**config.mk**
```make
export PLATFORM = sky130hd
export DESIGN_NAME = l1_to_wishbone
export DESIGN_NICKNAME = d
export VERILOG_FILES = /design/src/design/l1_wb_pkg.sv /design/src/design/l1_to_wishbone.sv /design/src/design/sync_fifo.sv
export SDC_FILE = /design/constraint.sdc
export NUM_CORES = 1
export LEC_CHECK = 0
export BUFFER_PORTS_ARGS = -buffer_cell sky130_fd_sc_hd__buf_4
export CELL_PAD_IN_SITES_DETAIL_PLACEMENT = 0
export CELL_PAD_IN_SITES_GLOBAL_PLACEMENT = 1
export CORE_MARGIN = 8
export CORE_UTILIZATION = 35
export DETAILED_ROUTE_END_ITERATION = 8
export PLACE_DENSITY = 0.53
export SLEW_MARGIN = 15
export SYNTH_ARGS = -nofsm -noshare
export SYNTH_HDL_FRONTEND = slang
export SYNTH_HIERARCHICAL = 1
export SYNTH_SLANG_ARGS = --single-unit
```
**constraint.sdc**
```tcl
create_clock -name clk -period 6.55 [get_ports clk]
set_clock_uncertainty 0.15 [all_clocks]
set_input_delay 0.9825 -clock clk [delete_from_list [all_inputs] [get_ports clk]]
set_output_delay 0.9825 -clock clk [all_outputs]
set_load 0.01 [all_outputs]
```
**src/design/l1_wb_pkg.sv**
```systemverilog
// ------------------------------------------------
// shared sizes, vector types and bundles for the
// cache-to-wishbone bridge, its memory and bench.
// import with a wildcard in each module header.
// ------------------------------------------------
`default_nettype none

package l1_wb_pkg;

    localparam int ADDR_WIDTH   = 30;  // word address.
    localparam int DATA_WIDTH   = 32;  // one data word.
    localparam int BE_WIDTH     = 4;   // one enable per byte lane.
    localparam int SUB_ID_WIDTH = 2;   // request tag.
    localparam int BURST_WIDTH  = 5;   // up to 32 beats.
    localparam int MAX_REQUESTS = 8;   // depth of both bridge queues.
    localparam int MEM_WORDS    = 256; // backing memory size.
    localparam int MEM_INDEX_WIDTH = $clog2(MEM_WORDS); // word index into the memory.

    typedef logic [ADDR_WIDTH-1:0]   addr_t;
    typedef logic [DATA_WIDTH-1:0]   data_t;
    typedef logic [BE_WIDTH-1:0]     be_t;
    typedef logic [SUB_ID_WIDTH-1:0] sub_id_t;
    // low address bits that step inside a burst, contiguous from bit 0.
    typedef logic [BURST_WIDTH-1:0]  burst_mask_t;

    typedef struct packed {
        addr_t       addr;       // any word inside the target block.
        logic        rnw;        // 1 for refill, 0 for write-back.
        burst_mask_t burst_mask; // beats minus one.
        sub_id_t     sub_id;     // echoed on the read return.
    } l1_request_t;

    typedef struct packed {
        data_t data;
        be_t   be;
    } l1_wr_data_t;

    typedef struct packed {
        data_t   data;
        sub_id_t sub_id;
    } l1_rd_return_t;

    typedef struct packed {
        addr_t adr;
        data_t dat_w;
        be_t   sel;
        logic  we;
        logic  stb;
        logic  cyc;
    } wb_m2s_t;

    typedef struct packed {
        data_t dat_r;
        logic  ack;
    } wb_s2m_t;

endpackage

`default_nettype wire
```
**src/design/l1_to_wishbone.sv**
```systemverilog
// ------------------------------------------------
// bridge from the l1 refill/write-back port to a
// classic wishbone master. requests and write data
// are queued, bursts are split into single beats.
// ------------------------------------------------
`timescale 1ns/1ps
`default_nettype none

module l1_to_wishbone
    import l1_wb_pkg::*;
(
    input  wire logic        clk,
    input  wire logic        rst_n,
    // cache side.
    input  wire l1_request_t req,
    input  wire logic        req_valid,
    output logic             req_ready,
    input  wire l1_wr_data_t wr,
    input  wire logic        wr_valid,
    output logic             wr_ready,
    output l1_rd_return_t    rd,
    output logic             rd_valid,
    // wishbone side.
    output wb_m2s_t          wb_out,
    input  wire wb_s2m_t     wb_in
);

    l1_request_t request_head;   // request being walked.
    logic        request_valid;
    logic        request_full;
    logic        request_pop;

    l1_wr_data_t data_head;      // next write word.
    logic        data_valid;
    logic        data_full;
    logic        data_pop;

    burst_mask_t beat_count;     // beats finished for the head request.
    logic        beat_active;    // stb for the current beat.
    logic        beat_done;      // stb and ack together.
    logic        last_beat;

    assign req_ready = ~request_full;   // ready is simply not full.
    assign wr_ready  = ~data_full;

    sync_fifo #(
        .WIDTH ($bits(l1_request_t)),
        .DEPTH (MAX_REQUESTS)
    ) request_fifo_i (
        .clk      (clk),
        .rst_n    (rst_n),
        .push     (req_valid & req_ready),
        .pop      (request_pop),
        .data_in  (req),
        .data_out (request_head),
        .valid    (request_valid),
        .full     (request_full)
    );

    sync_fifo #(
        .WIDTH ($bits(l1_wr_data_t)),
        .DEPTH (MAX_REQUESTS)
    ) data_fifo_i (
        .clk      (clk),
        .rst_n    (rst_n),
        .push     (wr_valid & wr_ready),
        .pop      (data_pop),
        .data_in  (wr),
        .data_out (data_head),
        .valid    (data_valid),
        .full     (data_full)
    );

    // a write beat waits until its data word is at the queue head.
    assign beat_active = request_valid & (request_head.rnw | data_valid);
    assign beat_done   = beat_active & wb_in.ack;
    assign last_beat   = (beat_count == request_head.burst_mask);

    assign request_pop = beat_done & last_beat;          // retire after final beat.
    assign data_pop    = beat_done & ~request_head.rnw;  // one word per write ack.

    always_ff @(posedge clk or negedge rst_n) begin
        if (!rst_n) begin
            beat_count <= '0;
        end else if (request_pop) begin
            beat_count <= '0;                 // next request starts at its block base.
        end else if (beat_done) begin
            beat_count <= beat_count + 1'b1;
        end
    end

    // upper bits pass through, masked low bits come from the beat count.
    assign wb_out.adr = {request_head.addr[ADDR_WIDTH-1:BURST_WIDTH],
                         (request_head.addr[BURST_WIDTH-1:0] & ~request_head.burst_mask) |
                         (beat_count & request_head.burst_mask)};
    assign wb_out.dat_w = data_head.data;
    assign wb_out.sel   = request_head.rnw ? '1 : data_head.be;  // reads take the full word.
    assign wb_out.we    = ~request_head.rnw;
    assign wb_out.stb   = beat_active;
    assign wb_out.cyc   = beat_active;  // one cycle per beat, no held bus.

    // read return, one cycle behind the ack.
    always_ff @(posedge clk or negedge rst_n) begin
        if (!rst_n) begin
            rd_valid <= 1'b0;
        end else begin
            rd_valid <= beat_done & request_head.rnw;
        end
    end

    always_ff @(posedge clk) begin
        rd.data   <= wb_in.dat_r;           // payload, no reset.
        rd.sub_id <= request_head.sub_id;
    end

endmodule

`default_nettype wire

```
**src/design/sync_fifo.sv**
```systemverilog
// ------------------------------------------------
// single-clock queue of WIDTH-bit entries.
// head is visible on data_out while valid is high.
// ------------------------------------------------
`timescale 1ns/1ps
`default_nettype none

module sync_fifo #(
    parameter int WIDTH = 8,
    parameter int DEPTH = 8
) (
    input  wire logic             clk,
    input  wire logic             rst_n,
    input  wire logic             push,
    input  wire logic             pop,
    input  wire logic [WIDTH-1:0] data_in,
    output logic      [WIDTH-1:0] data_out,
    output logic                  valid,
    output logic                  full
);

    localparam int PTR_WIDTH   = (DEPTH > 1) ? $clog2(DEPTH) : 1;
    localparam int COUNT_WIDTH = $clog2(DEPTH + 1);

    logic [WIDTH-1:0]       storage [DEPTH]; // entries, no reset.
    logic [PTR_WIDTH-1:0]   wr_ptr;          // next slot to fill.
    logic [PTR_WIDTH-1:0]   rd_ptr;          // current head.
    logic [COUNT_WIDTH-1:0] count;           // occupancy.
    logic                   do_push;
    logic                   do_pop;

    assign do_push = push & ~full;   // drop pushes into a full queue.
    assign do_pop  = pop & valid;    // drop pops from an empty queue.

    assign valid    = (count != '0);
    assign full     = (count == COUNT_WIDTH'(DEPTH));
    assign data_out = storage[rd_ptr]; // head without a pop.

    always_ff @(posedge clk) begin
        if (do_push) begin
            storage[wr_ptr] <= data_in;
        end
    end

    always_ff @(posedge clk or negedge rst_n) begin
        if (!rst_n) begin
            wr_ptr <= '0;
            rd_ptr <= '0;
            count  <= '0;
        end else begin
            if (do_push) begin
                // wrap explicitly so odd depths work too.
                wr_ptr <= (wr_ptr == PTR_WIDTH'(DEPTH - 1)) ? '0 : wr_ptr + 1'b1;
            end
            if (do_pop) begin
                rd_ptr <= (rd_ptr == PTR_WIDTH'(DEPTH - 1)) ? '0 : rd_ptr + 1'b1;
            end
            if (do_push && !do_pop) begin
                count <= count + 1'b1;
            end else if (do_pop && !do_push) begin
                count <= count - 1'b1;
            end  // both at once leaves count alone.
        end
    end

endmodule

`default_nettype wire

```
### Yosys cells after proc, flatten, opt, wreduce, memory -nomap -nowiden

Memory sizes are Yosys's and may differ from the RTL's.
Cells that the tools add are included.
W data, S select, Z words.

| storage, ports and cells | value |
|---|---|
| memories kept | 2 |
| word-level logic and storage cells | 75 |
| bits in latches | 0 |
| register bits after elaboration | 60 |
| output and inout bits | 106 |
| memory bits (writable) | 592 |
| memory bits (read-only) | 0 |
| bits of input ports | 111 |

| cells by class | value |
|---|---|
| $add $sub $neg | 9 |
| mux-type cells | 15 |
| shift operators | 0 |
| reductions and logical operators | 13 |
| order comparisons | 0 |
| $mul | 0 |
| eq/ne operators | 7 |
| div/mod/pow operators | 0 |
| bitwise gates (word level) | 19 |

Memory list:

| memory | words | width | rd ports | clocked after memory_dff | write ports | line | text |
|---|---|---|---|---|---|---|---|
| request_fifo_i.storage | 8 | 38 | 1 | 0 | 1 | sync_fifo.sv:25 | `logic [WIDTH-1:0] storage [DEPTH];` |
| data_fifo_i.storage | 8 | 36 | 1 | 0 | 1 | sync_fifo.sv:25 |  |

Operators by type and width:

| cell | number |
|---|---|
| $mux W4 | 5 |
| $add A3 B1 Y3 const B | 4 |
| $eq A3 B3 Y1 const B | 4 |
| $mux W3 | 4 |
| $and A1 B1 Y1 | 11 |
| $and A5 B5 Y5 | 2 |
| $mux W5 | 2 |
| $add A4 B1 Y4 const B | 2 |
| $eq A4 B4 Y1 const B | 2 |
| $reduce_bool A4 Y1 | 2 |
| $sub A4 B1 Y4 const B | 2 |
| $reduce_bool A2 Y1 | 3 |
| $add A5 B1 Y5 const B | 1 |
| $eq A5 B5 Y1 | 1 |
| $not A5 Y5 | 1 |
| $or A5 B5 Y5 | 1 |
| $logic_and A1 B1 Y1 | 4 |
| $logic_not A1 Y1 | 4 |
| $mux W1 | 4 |
| $not A1 Y1 | 3 |
| $or A1 B1 Y1 | 1 |

### Longest topological paths before layout

Gate-level depths: netlist of the first run.

| depth | value |
|---|---|
| depth in word-level cells | 9 |
| gate-level depth with buffers | 14 |

### Modules after synthesis

Netlist of the first run, hierarchy kept.

Modules (own cells, without submodules):

| module | seq. area each (sq um) | area each (sq um) | times used | cells an instance |
|---|---|---|---|---|
| sync_fifo (request_fifo_i) | 9379.0 | 12120.4 | 1 | 505 |
| sync_fifo (data_fifo_i) | 8898.5 | 11483.5 | 1 | 483 |
| l1_to_wishbone | 830.8 | 1176.1 | 1 | 87 |

### Least setup slack after synthesis of the first run

Ideal clock, no wire load.

| timing | value |
|---|---|
| path kind | input port to flip-flop |
| from | input req_valid |
| to | memory request_fifo_i/storage[0][0] (netlist bit) (enable) |
| arrival time | 4.925 ns |
| setup time | 0.528 ns |
| buffers on the path | 0 |
| path slack | 0.947 ns |
| cell stages on the path | 3 |
| cell sequence | nor2b_1 > nand2_2 > nor4_1 |

| between the ends | value |
|---|---|
| longest elaborated chain between the ends | 4 |

Ends and longest elaborated chain:

| what | line | text |
|---|---|---|
| from (decl) | l1_to_wishbone.sv:16 | `input wire logic req_valid,` |
| $and A1 B1 Y1 | l1_to_wishbone.sv:52 | `.push (req_valid & req_ready),` |
| $and A1 B1 Y1 | sync_fifo.sv:32 | `assign do_push = push & ~full;` |
| $mux W1 | sync_fifo.sv:40 | `if (do_push) begin` |
| $mux W1 (implied by the code) | sync_fifo.sv:41 | `storage[wr_ptr] <= data_in;` |
| to (decl) | sync_fifo.sv:25 |  |

No other way between the ends.

==> impl_metrics.ini, run 1 <==
[status]
status = finished, final reports clean

[place]
dp_hpwl_um = 29200
io_buffers = 216
gp_congestion = 0.716

[setup_path]
crit_type = reg2reg
cp-end-kind = flip-flop
cp.arrival_ns = 4.91
crit_required_ns = 6.86
critPathLaunchType = flip-flop
critPathMaxFanout = 36

[synth]
yosysTopAreaCell = edfxtp_1
yosysWarningCount = 6
synth_cell_types = 48
synth_edf_count = 592
synthTopCellsByCount = edfxtp_1, mux4_2, mux2_2
synth-seq-area-share_pct = 77.1
ys_seq_elements = 652
yosys-top-cells-area = edfxtp_1, mux4_2, mux2_2
netlist_area_sq_um = 24800
synthFlopType = edfxtp_1
synth_cells = 1075
synth_nets = 1203
synth.most_common_cell = edfxtp_1
synth_top_cell_area_share_pct = 71.7
synthArstFlopShare_pct = 3.99
postSynthAreaPerCell_sq_um = 23.1

[clock_tree]
numCtsBuffers = 73
worstSkewPairLatency_ns = 0.58
cts_setup_buffers = 0
cts_tree = yes
cts_resized = 0
clk_path_buf_depth = 3
cts.clk_slew.worst_paths_ns = 0.06
cts_num_sinks = 652
cts_root_buffer = clkbuf_16
cts_max_level = 3
cts_hold_buf = 0

[detailed_routing]
dr.pass1.iters = 5
drtIter0Drc = 585
ant_nets = 0
routed_wl_um = 53300
avgViaCountPerCell = 4.84
vias = 11300
drc = 0
drt-wirelength-per-cell_um = 22.7

[grt]
grt_pass1_vias = 12400
grt_max_degree = 56
grt_pass1_wl_um = 80200
grt_remaining_overflow = 0
grt.total_usage_pct = 13.4
antenna_found_initial = 4

[pwr]
leakagePower_nw = 9.97
p_int_w = 0.00955
power.switching_w = 0.00382
switching_share_pct = 28.6
p_per_area_nw_per_um2 = 447
vdd_drop_max_v = 0.000235
pwr-share-clk_pct = 29.7
pwr-share-seq_pct = 42.3
pwr-share-comb_pct = 28.1

[sta]
whs_ns = 0.170
drv_slew = 0
fmax_mhz = 217
setup_tns_ns = 0
rsz0062_at_grt = no
finalCritPeriodShare_pct = 70.3
setup_violations = 0
period_minus_slack_ns = 4.60
relSlewSlack_pct = 43.4
worst_slew_pin_slew_ns = 0.849
report.final.hold_viol_count = 0

[die]
fp.dieH_um = 282
io_pins = 217
rows = 97
die-width_um = 282
coreArea_sq_um = 70000
initial_utilization_pct = 35.4
die_area_sq_um = 79600

[hold_path]
hold_class = in2async

[flow_run]
maxCapViolCount = 0

[layout]
fill_cells = 6163
nets = 1473
syn_to_final_growth_pct = 20.8
final_layout_size_suffix_gt1_share_pct = 43.5
-- final timing paths --
check	start	endpoint	slack, ns	cells after the start
min in group clk	wb_in[23]	rd[24]	0.35	1
worst min-delay path	rst_n	request_fifo_i/wr_ptr[0]	0.17	1
worst min register to register	data_fifo_i/rd_ptr[1]	data_fifo_i/rd_ptr[1]	0.38	2
max in group asynchronous	rst_n	data_fifo_i/rd_ptr[0]	5.73	1
worst max-delay path	request_fifo_i/rd_ptr[0]	request_fifo_i/count[3]	1.95	12
worst max register to register	request_fifo_i/rd_ptr[0]	request_fifo_i/count[3]	1.95	12
-- logic make-up after synthesis --
logic type | after synthesis | share of synthesized area (%)
flops | 652 | 77.1
mux | 241 | 17.8
compound gates | 22 | 0.707
simple gates | 79 | 1.79
buf+inv | 56 | 1.37
xor+xnor | 8 | 0.283
fa+ha+maj | 17 | 0.919
-- routing by layer --
metal	track usage, %	vias up	part of all wire (%)
met4	3.58	2	1.6
met5	0	-	0.032
met3	3.63	60	5.7
li1	-	5040	-
met1	16.4	6013	41
met2	23.5	230	52
-- cell usage in the layout (no fill, tap or decap), types with 5 or more instances in the layout --
cell type	instances
mux2_4	10
mux2_1	7
nor3_2	8
clkbuf_1	14
nor2_1	9
clkinv_1	14
inv_1	9
nand2b_1	6
clkbuf_16	77
nor2_4	6
dfxtp_1	34
nand2_1	10
mux4_2	148
edfxtp_1	592
nor2b_1	7
clkinv_2	15
nand3_1	6
dfrtp_1	20
buf_4	241
mux2_2	74
ha_1	15
bufinv_16	5
-- through the flow --
stage               instance area [sq um]  setup WS [ns]  utilization [%]  cells  total power, W
finish                              29900           1.95             42.7   2346          0.0134
global route                        29900           1.61             42.7   2343          0.0141
CTS                                 29900           1.79             42.7   2343          0.0137
detailed placement                  27600           1.87             39.4   2210         0.00967
global placement                    27600           1.92             39.4   2210         0.00963
floorplan                           24800          0.947                -   1075         0.00817
-- power groups by stage --
stage | Combinational (W) | Clock [W] | Sequential (W)
floorplan | 0.00267 | 0 | 0.00551
global placement | 0.00389 | 0 | 0.00574
detailed placement | 0.00391 | 0 | 0.00576
CTS | 0.00392 | 0.00410 | 0.00568
global route | 0.00411 | 0.00426 | 0.00574
finish | 0.00376 | 0.00397 | 0.00565
-- worst max-delay path, stage by stage, from the launching register on --
cell      delay [ns]
dfrtp_4         0.90
mux4_2          0.58
mux2_2          0.30
nor2b_1         0.14
a2111o_1        0.44
nor4_4          0.28
nand2_1         0.20
ha_1            0.29
inv_1           0.15
ha_1            0.31
or4_1           0.51
o211ai_1        0.10
o211ai_1        0.10
-- registers in the layout (all words and copies together), names as in the netlist --
register	flops
rd_valid	1
request_fifo_i/storage	304
data_fifo_i/wr_ptr	3
request_fifo_i/rd_ptr	3
data_fifo_i/storage	288
data_fifo_i/count	4
request_fifo_i/wr_ptr	3
data_fifo_i/rd_ptr	3
beat_count	5
request_fifo_i/count	4
rd	34
-- area by class of cell --
class,instances,area [sq um],share of cell area (%)
flip-flops and latches,652,19100,63.9
multi-input cells,367,5430,18.1
clock buffers,95,2030,6.80
repair buffers,241,1810,6.04
well taps,940,1180,3.93
clock inverters,38,314,1.05
inverters,10,37.5,0.125
diodes,3,7.51,0.0251
Note: power is estimated with default switching activity, not from simulation.
==> inputs of run 2 (changes only) <==
==> constraint.sdc (replaced) <==
create_clock -name clk -period 4.7 [get_ports clk]
set_clock_uncertainty 0.15 [all_clocks]
set_input_delay 0.705 -clock clk [delete_from_list [all_inputs] [get_ports clk]]
set_output_delay 0.705 -clock clk [all_outputs]
set_load 0.01 [all_outputs]
==> impl_metrics.ini, run 2 (synthesized netlist as in run 1, its figures left out) <==
[die]
rows = 97
coreArea_sq_um = 70000
die-width_um = 282
fp.dieH_um = 282
die_area_sq_um = 79600
initial_utilization_pct = 35.4
io_pins = 217

[detailed_routing]
drtIter0Drc = 554
drt-wirelength-per-cell_um = 22.9
routed_wl_um = 53900
avgViaCountPerCell = 4.85
vias = 11400
drc = 0
dr.pass1.iters = 5
ant_nets = 0

[grt]
grt.total_usage_pct = 13.4
grt_pass1_vias = 12500
grt_pass1_wl_um = 79900
antenna_found_initial = 4
grt_remaining_overflow = 0
grt_max_degree = 39

[setup_path]
rr_startpoint = request_fifo_i/rd_ptr[0]
critPathMaxFanout = 20
path_cells = mux4_2 > mux2_2 > nor2b_1 > a2111o_1 > nor4_4 > nand2_1 > ha_1 > inv_1 > ha_1 > or4_1 > o211ai_1 > o211ai_1
cp-end-kind = flip-flop
reg2reg_depth = 12
r2r-end = request_fifo_i/count[3]
critPathLaunchType = flip-flop
crit_slowest_cell = dfrtp_4
crit_type = reg2reg
crit_required_ns = 5.01
ff2ff_setup_slack_ns = 0.28
cp.arrival_ns = 4.73
cpPeakStageDelay_ns = 0.68

[clock_tree]
cts.clk_slew.worst_paths_ns = 0.06
numCtsBuffers = 73
cts_root_buffer = clkbuf_16
cts_max_level = 3
worstSkewPairLatency_ns = 0.60
cts_tree = yes
cts_setup_buffers = 0
cts_num_sinks = 652
clk_path_buf_depth = 3

[hold_path]
hold_depth = 1
worstHoldStart = wb_in[29]
hold_end = rd[30]
hold_class = in2reg

[place]
place_area_sq_um = 27700
gp_congestion = 0.699
preCtsSetupSlack_ns = 0.215
io_buffers = 216
dp_hpwl_um = 30400

[layout]
syn_to_final_growth_pct = 21.5
largestRegisters = request_fifo_i/storage: 304 flops, data_fifo_i/storage: 288 flops, rd: 34 flops
max_flop_register = request_fifo_i/storage
largest_reg_flops = 304
design_area_sq_um = 30100
final_common_cell = edfxtp_1
final_cell_mix = edfxtp_1, buf_4, mux4_2
nets = 1480
final_layout_size_suffix_gt1_share_pct = 43.9

[sta]
setup_ws_ns = 0.275
fmax_mhz = 226
relSlewSlack_pct = 42.7
rsz0062_at_grt = no
period_minus_slack_ns = 4.42
setup_tns_ns = 0
drv_slew = 0
finalCritPeriodShare_pct = 94.1
setup_violations = 0
report.final.hold_viol_count = 0
worst_slew_pin_slew_ns = 0.860

[status]
status = finished, final reports clean

[flow_run]
maxCapViolCount = 0

[pwr]
leakagePower_nw = 10.0
p_per_area_nw_per_um2 = 628
vdd_drop_max_v = 0.000356
[run 2: cell types whose count changed in the layout (fill, tap and decap cells not counted), sizes merged]
cell,delta
buf,+6
clkbuf,-5
bufinv,+4
inv,+2
clkinv,+1
clkinvlp,-1
diode,+1
dlygate4sd3,+1
[run 2: stage by stage]
| step | util, % | std cells | hold slack, ns | power [W] |
|---|---|---|---|---|
| floorplan | - | 1075 | 0.259 | 0.0114 |
| global placement | 39.5 | 2216 | 0.405 | 0.0135 |
| finish | 43.0 | 2355 | 0.0582 | 0.0189 |
| detailed placement | 39.5 | 2216 | 0.404 | 0.0135 |
| global route | 43.0 | 2351 | 0.0173 | 0.0199 |
| CTS | 43.0 | 2351 | 0.00825 | 0.0193 |
[run 2: critical path, delay by kind of cell, from the launching register on]
kind / cells / cell delay [ns]
DFF: 1 / 0.68
AOI/OAI and AO/OA: 3 / 0.69
and+or+nand+nor: 4 / 1.15
buffers and inverters: 1 / 0.15
muxes: 2 / 0.88
adders and majority gates: 2 / 0.60
[run 2: final cells by class]
cell class | instances | area [sq um]
Multi-Input combinational cell | 367 | 5450
Sequential cell | 652 | 19100
Fill cell | 6114 | 39900
Clock inverter | 44 | 492
Antenna cell | 4 | 10.0
Timing Repair Buffer | 248 | 1880
Inverter | 10 | 37.5
Tap cell | 940 | 1180
Clock buffer | 90 | 1940
[run 2: repair_timing]
action,4_1_cts,5_1_grt
hold endpoints to repair,26,0
gates resized for setup,0,0
hold buffers,1,0
[run 2: report_power, final]
group,internal (W),switching [W],leakage [nW]
clock network,0.00346,0.00228,1.19
logic,0.00273,0.00258,2.89
registers,0.00729,0.000579,5.97
[run 2: worst max path at each step]
| stage | slack, ns | from | to |
|---|---|---|---|
| 3_5_place_dp | 0.22 | request_fifo_i/rd_ptr[0] | request_fifo_i/count[3] |
| 5_1_grt | 0.06 | request_fifo_i/rd_ptr[0] | request_fifo_i/count[3] |
| 6_report | 0.28 | request_fifo_i/rd_ptr[0] | request_fifo_i/count[3] |
| 2_1_floorplan | 0.38 | req_valid | request_fifo_i/storage[2][0] |
| 4_1_cts | 0.19 | request_fifo_i/rd_ptr[0] | request_fifo_i/count[3] |
| 3_3_place_gp | 0.30 | request_fifo_i/rd_ptr[0] | request_fifo_i/count[3] |
[run 2: metal layers]
layer  track usage (%)  wire [um]  vias up
met4              3.83       1140        2
li1                  -          -     5061
met3              3.36       2690       87
met5                 0         13        -
met2              23.3      27600      223
met1              16.6      22500     6048
==> inputs of run 3 (changes only) <==
--- a/config.mk
+++ b/config.mk
@@ -5,13 +5,14 @@
 export SDC_FILE = /design/constraint.sdc
 export NUM_CORES = 1
 export LEC_CHECK = 0
+export ABC_AREA = 1
 export BUFFER_PORTS_ARGS = -buffer_cell sky130_fd_sc_hd__buf_4
 export CELL_PAD_IN_SITES_DETAIL_PLACEMENT = 0
 export CELL_PAD_IN_SITES_GLOBAL_PLACEMENT = 1
 export CORE_MARGIN = 8
 export CORE_UTILIZATION = 35
 export DETAILED_ROUTE_END_ITERATION = 8
-export PLACE_DENSITY = 0.53
+export PLACE_DENSITY = 0.58
 export SLEW_MARGIN = 15
 export SYNTH_ARGS = -nofsm -noshare
 export SYNTH_HDL_FRONTEND = slang
==> constraint.sdc (replaced) <==
create_clock -name clk -period 5.7 [get_ports clk]
set_clock_uncertainty 0.15 [all_clocks]
set_input_delay 0.855 -clock clk [delete_from_list [all_inputs] [get_ports clk]]
set_output_delay 0.855 -clock clk [all_outputs]
set_load 0.01 [all_outputs]
==> impl_metrics.ini, run 3 <==
[layout]
largestRegisters = request_fifo_i/storage: 304 flops, data_fifo_i/storage: 288 flops, rd: 34 flops
nets = 3201
max_flop_register = request_fifo_i/storage
finalNonFillerCells = 4187
fill_cells = 7594
design_area_sq_um = 33000
final_layout_size_suffix_gt1_share_pct = 12.5
final_common_cell = nand2_1
multiInputGateArea_sq_um = 6940
regArea_sq_um = 19100
syn_to_final_growth_pct = 18.0
largest_reg_flops = 304
fin_util_pct = 41.7
final_cell_mix = nand2_1, nor2_1, edfxtp_1

[synth]
synth_cell_types = 29
yosysWarningCount = 6
synth_compound_area_share_pct = 0.287
synth_top_family_by_area = simple AND/OR/NAND/NOR gates
synthArstFlopShare_pct = 3.99
synth-seq-area-share_pct = 68.4
muxShareOfSynthArea_pct = 0
synth_top_cell_area_share_pct = 63.6
synth_nets = 2985
yosysTopAreaCell = edfxtp_1
postSynthAreaPerCell_sq_um = 9.78
netlist_area_sq_um = 27900
synth-xor-area-share_pct = 0.125
synth_fa_ha_area_share_pct = 0.815
synth_edf_count = 592
ys_seq_elements = 652
synthSimpleGateAreaFrac_pct = 23.3
synth.most_common_cell = nand2_1
yosys-top-cells-area = edfxtp_1, nand2_1, nor2_1
synthFlopType = edfxtp_1
synth_cells = 2857
synthTopCellsByCount = nand2_1, nor2_1, edfxtp_1

[die]
fp.dieH_um = 299
die-width_um = 299
io_pins = 217
coreArea_sq_um = 79000
die_area_sq_um = 89100
initial_utilization_pct = 35.4
rows = 103

[setup_path]
cp_num_buf_inv = 2
r2r-end = request_fifo_i/count[3]
cpPeakStageDelay_ns = 0.80
critPathTopFamily = buffers and inverters
crit_required_ns = 4.70
ff2ff_setup_slack_ns = 1.88
reg2reg_depth = 21
path_cells = buf_4 > nor2_1 > nor2_1 > nand2_1 > nand2_1 > nand2_1 > nand2_1 > o21a_1 > buf_4
crit_top_cell = nand2_1
critPathMaxFanout = 95
cp-end-kind = output port
crit_slowest_cell = buf_4
rr_startpoint = request_fifo_i/rd_ptr[1]
crit_type = reg2out
critPathLaunchType = flip-flop
cp.arrival_ns = 3.12

[grt]
antenna_found_initial = 2
grtUsageMet1_pct = 18.6
grt_remaining_overflow = 0
grt_pass1_vias = 17600
grt_max_degree = 105
grt.total_usage_pct = 15.1
grt_use_met2_pct = 26.8
grt_pass1_wl_um = 104000
grt_busiest_layer = met2
grtUsageMet3_pct = 2.86

[clock_tree]
cts_max_level = 3
worstSkewPairLatency_ns = 0.61
cts_root_buffer = clkbuf_16
numCtsBuffers = 76
clk_path_buf_depth = 3
cts_tree = yes
cts_setup_buffers = 0
cts_num_sinks = 652
cts.clk_slew.worst_paths_ns = 0.06

[detailed_routing]
routed_wl_um = 68300
drt-wirelength-per-cell_um = 16.3
dr.pass1.iters = 5
drc = 0
avgViaCountPerCell = 4.32
vias = 18100
drtIter0Drc = 988
ant_nets = 0

[place]
io_buffers = 216
place_area_sq_um = 30600
preCtsSetupSlack_ns = 1.79
gp_congestion = 0.741
dpl.cell_count = 4044
dp_hpwl_um = 37800

[sta]
rsz0062_at_grt = no
worst_slew_pin_slew_ns = 1.14
setup_tns_ns = 0
period_minus_slack_ns = 4.12
report.final.hold_viol_count = 0
fmax_mhz = 242
relSlewSlack_pct = 23.4
setup_violations = 0
drv_slew = 0
finalCritPeriodShare_pct = 72.3
setup_ws_ns = 1.58

[pwr]
p_per_area_nw_per_um2 = 497
leakagePower_nw = 14.3
vdd_drop_max_v = 0.000286

[flow_run]
maxCapViolCount = 0

[hold_path]
hold_depth = 1
hold_class = in2reg
worstHoldStart = wb_in[14]
hold_end = rd[15]

[status]
status = finished, final reports clean
==> run 3: cell count changes after synthesis, moves of 7 or more <==
cell | before | now
nor2b_1 | 7 | 0
buf_4 | 2 | 18
nand3_1 | 6 | 13
nand2_1 | 10 | 1054
buf_2 | 11 | 61
mux2_4 | 10 | 0
nor2_1 | 15 | 611
mux2_1 | 7 | 0
mux4_2 | 148 | 0
inv_1 | 9 | 340
mux2_2 | 74 | 0
==> run 3: per-layer routing <==
metal  up-vias  routed length (um)
met4         0                1300
met5         -                   0
li1       9300                   -
met3        83                2760
met2       249               34200
met1      8476               30000
==> run 3: report_power, final <==
part	internal, W	switching [W]
registers	0.00596	0.000392
clock network	0.00263	0.00193
logic	0.00188	0.00360
==> run 3: how the worst max path moves through the flow <==
stage | from | end | slack (ns) | depth (start not counted)
6_report | request_fifo_i/rd_ptr[0] | wb_out[39] | 1.58 | 9
5_1_grt | request_fifo_i/rd_ptr[0] | wb_out[39] | 1.24 | 9
4_1_cts | data_fifo_i/rd_ptr[1] | wb_out[3] | 1.47 | 8
3_5_place_dp | request_fifo_i/rd_ptr[1] | request_fifo_i/count[3] | 1.79 | 21
3_3_place_gp | request_fifo_i/rd_ptr[1] | request_fifo_i/count[3] | 1.85 | 21
2_1_floorplan | req_valid | request_fifo_i/storage[6][0] | 1.24 | 5
==> run 3: cell families after synthesis <==
| kind of cell | after synthesis |
|---|---|
| flip-flops | 652 |
| adder cells (fa/ha/maj) | 17 |
| buffers and inverters | 462 |
| AO/OA/AOI/OAI | 14 |
| XOR/XNOR | 4 |
| AND/OR/NAND/NOR | 1708 |
==> run 3: final cells by class <==
class	instances	area share, %
clock inverter	26	0.672
timing repair buffer	255	5.93
inverter	345	3.94
multi-input combinational	1743	21.0
sequential	652	58.0
clock buffer	114	6.42
antenna	2	0.0152
tap	1050	3.99
==> run 3: stage by stage <==
step | power, W | hold slack, ns
detailed placement | 0.0121 | 0.360
CTS | 0.0168 | 0.151
global placement | 0.0120 | 0.356
floorplan | 0.0100 | 0.328
finish | 0.0164 | 0.204
global route | 0.0176 | 0.162
==> run 3: timing repair <==
item	in CTS	in global routing
resized for setup	0	0
endpoints found under the hold margin	12	0
hold buffers	1	0
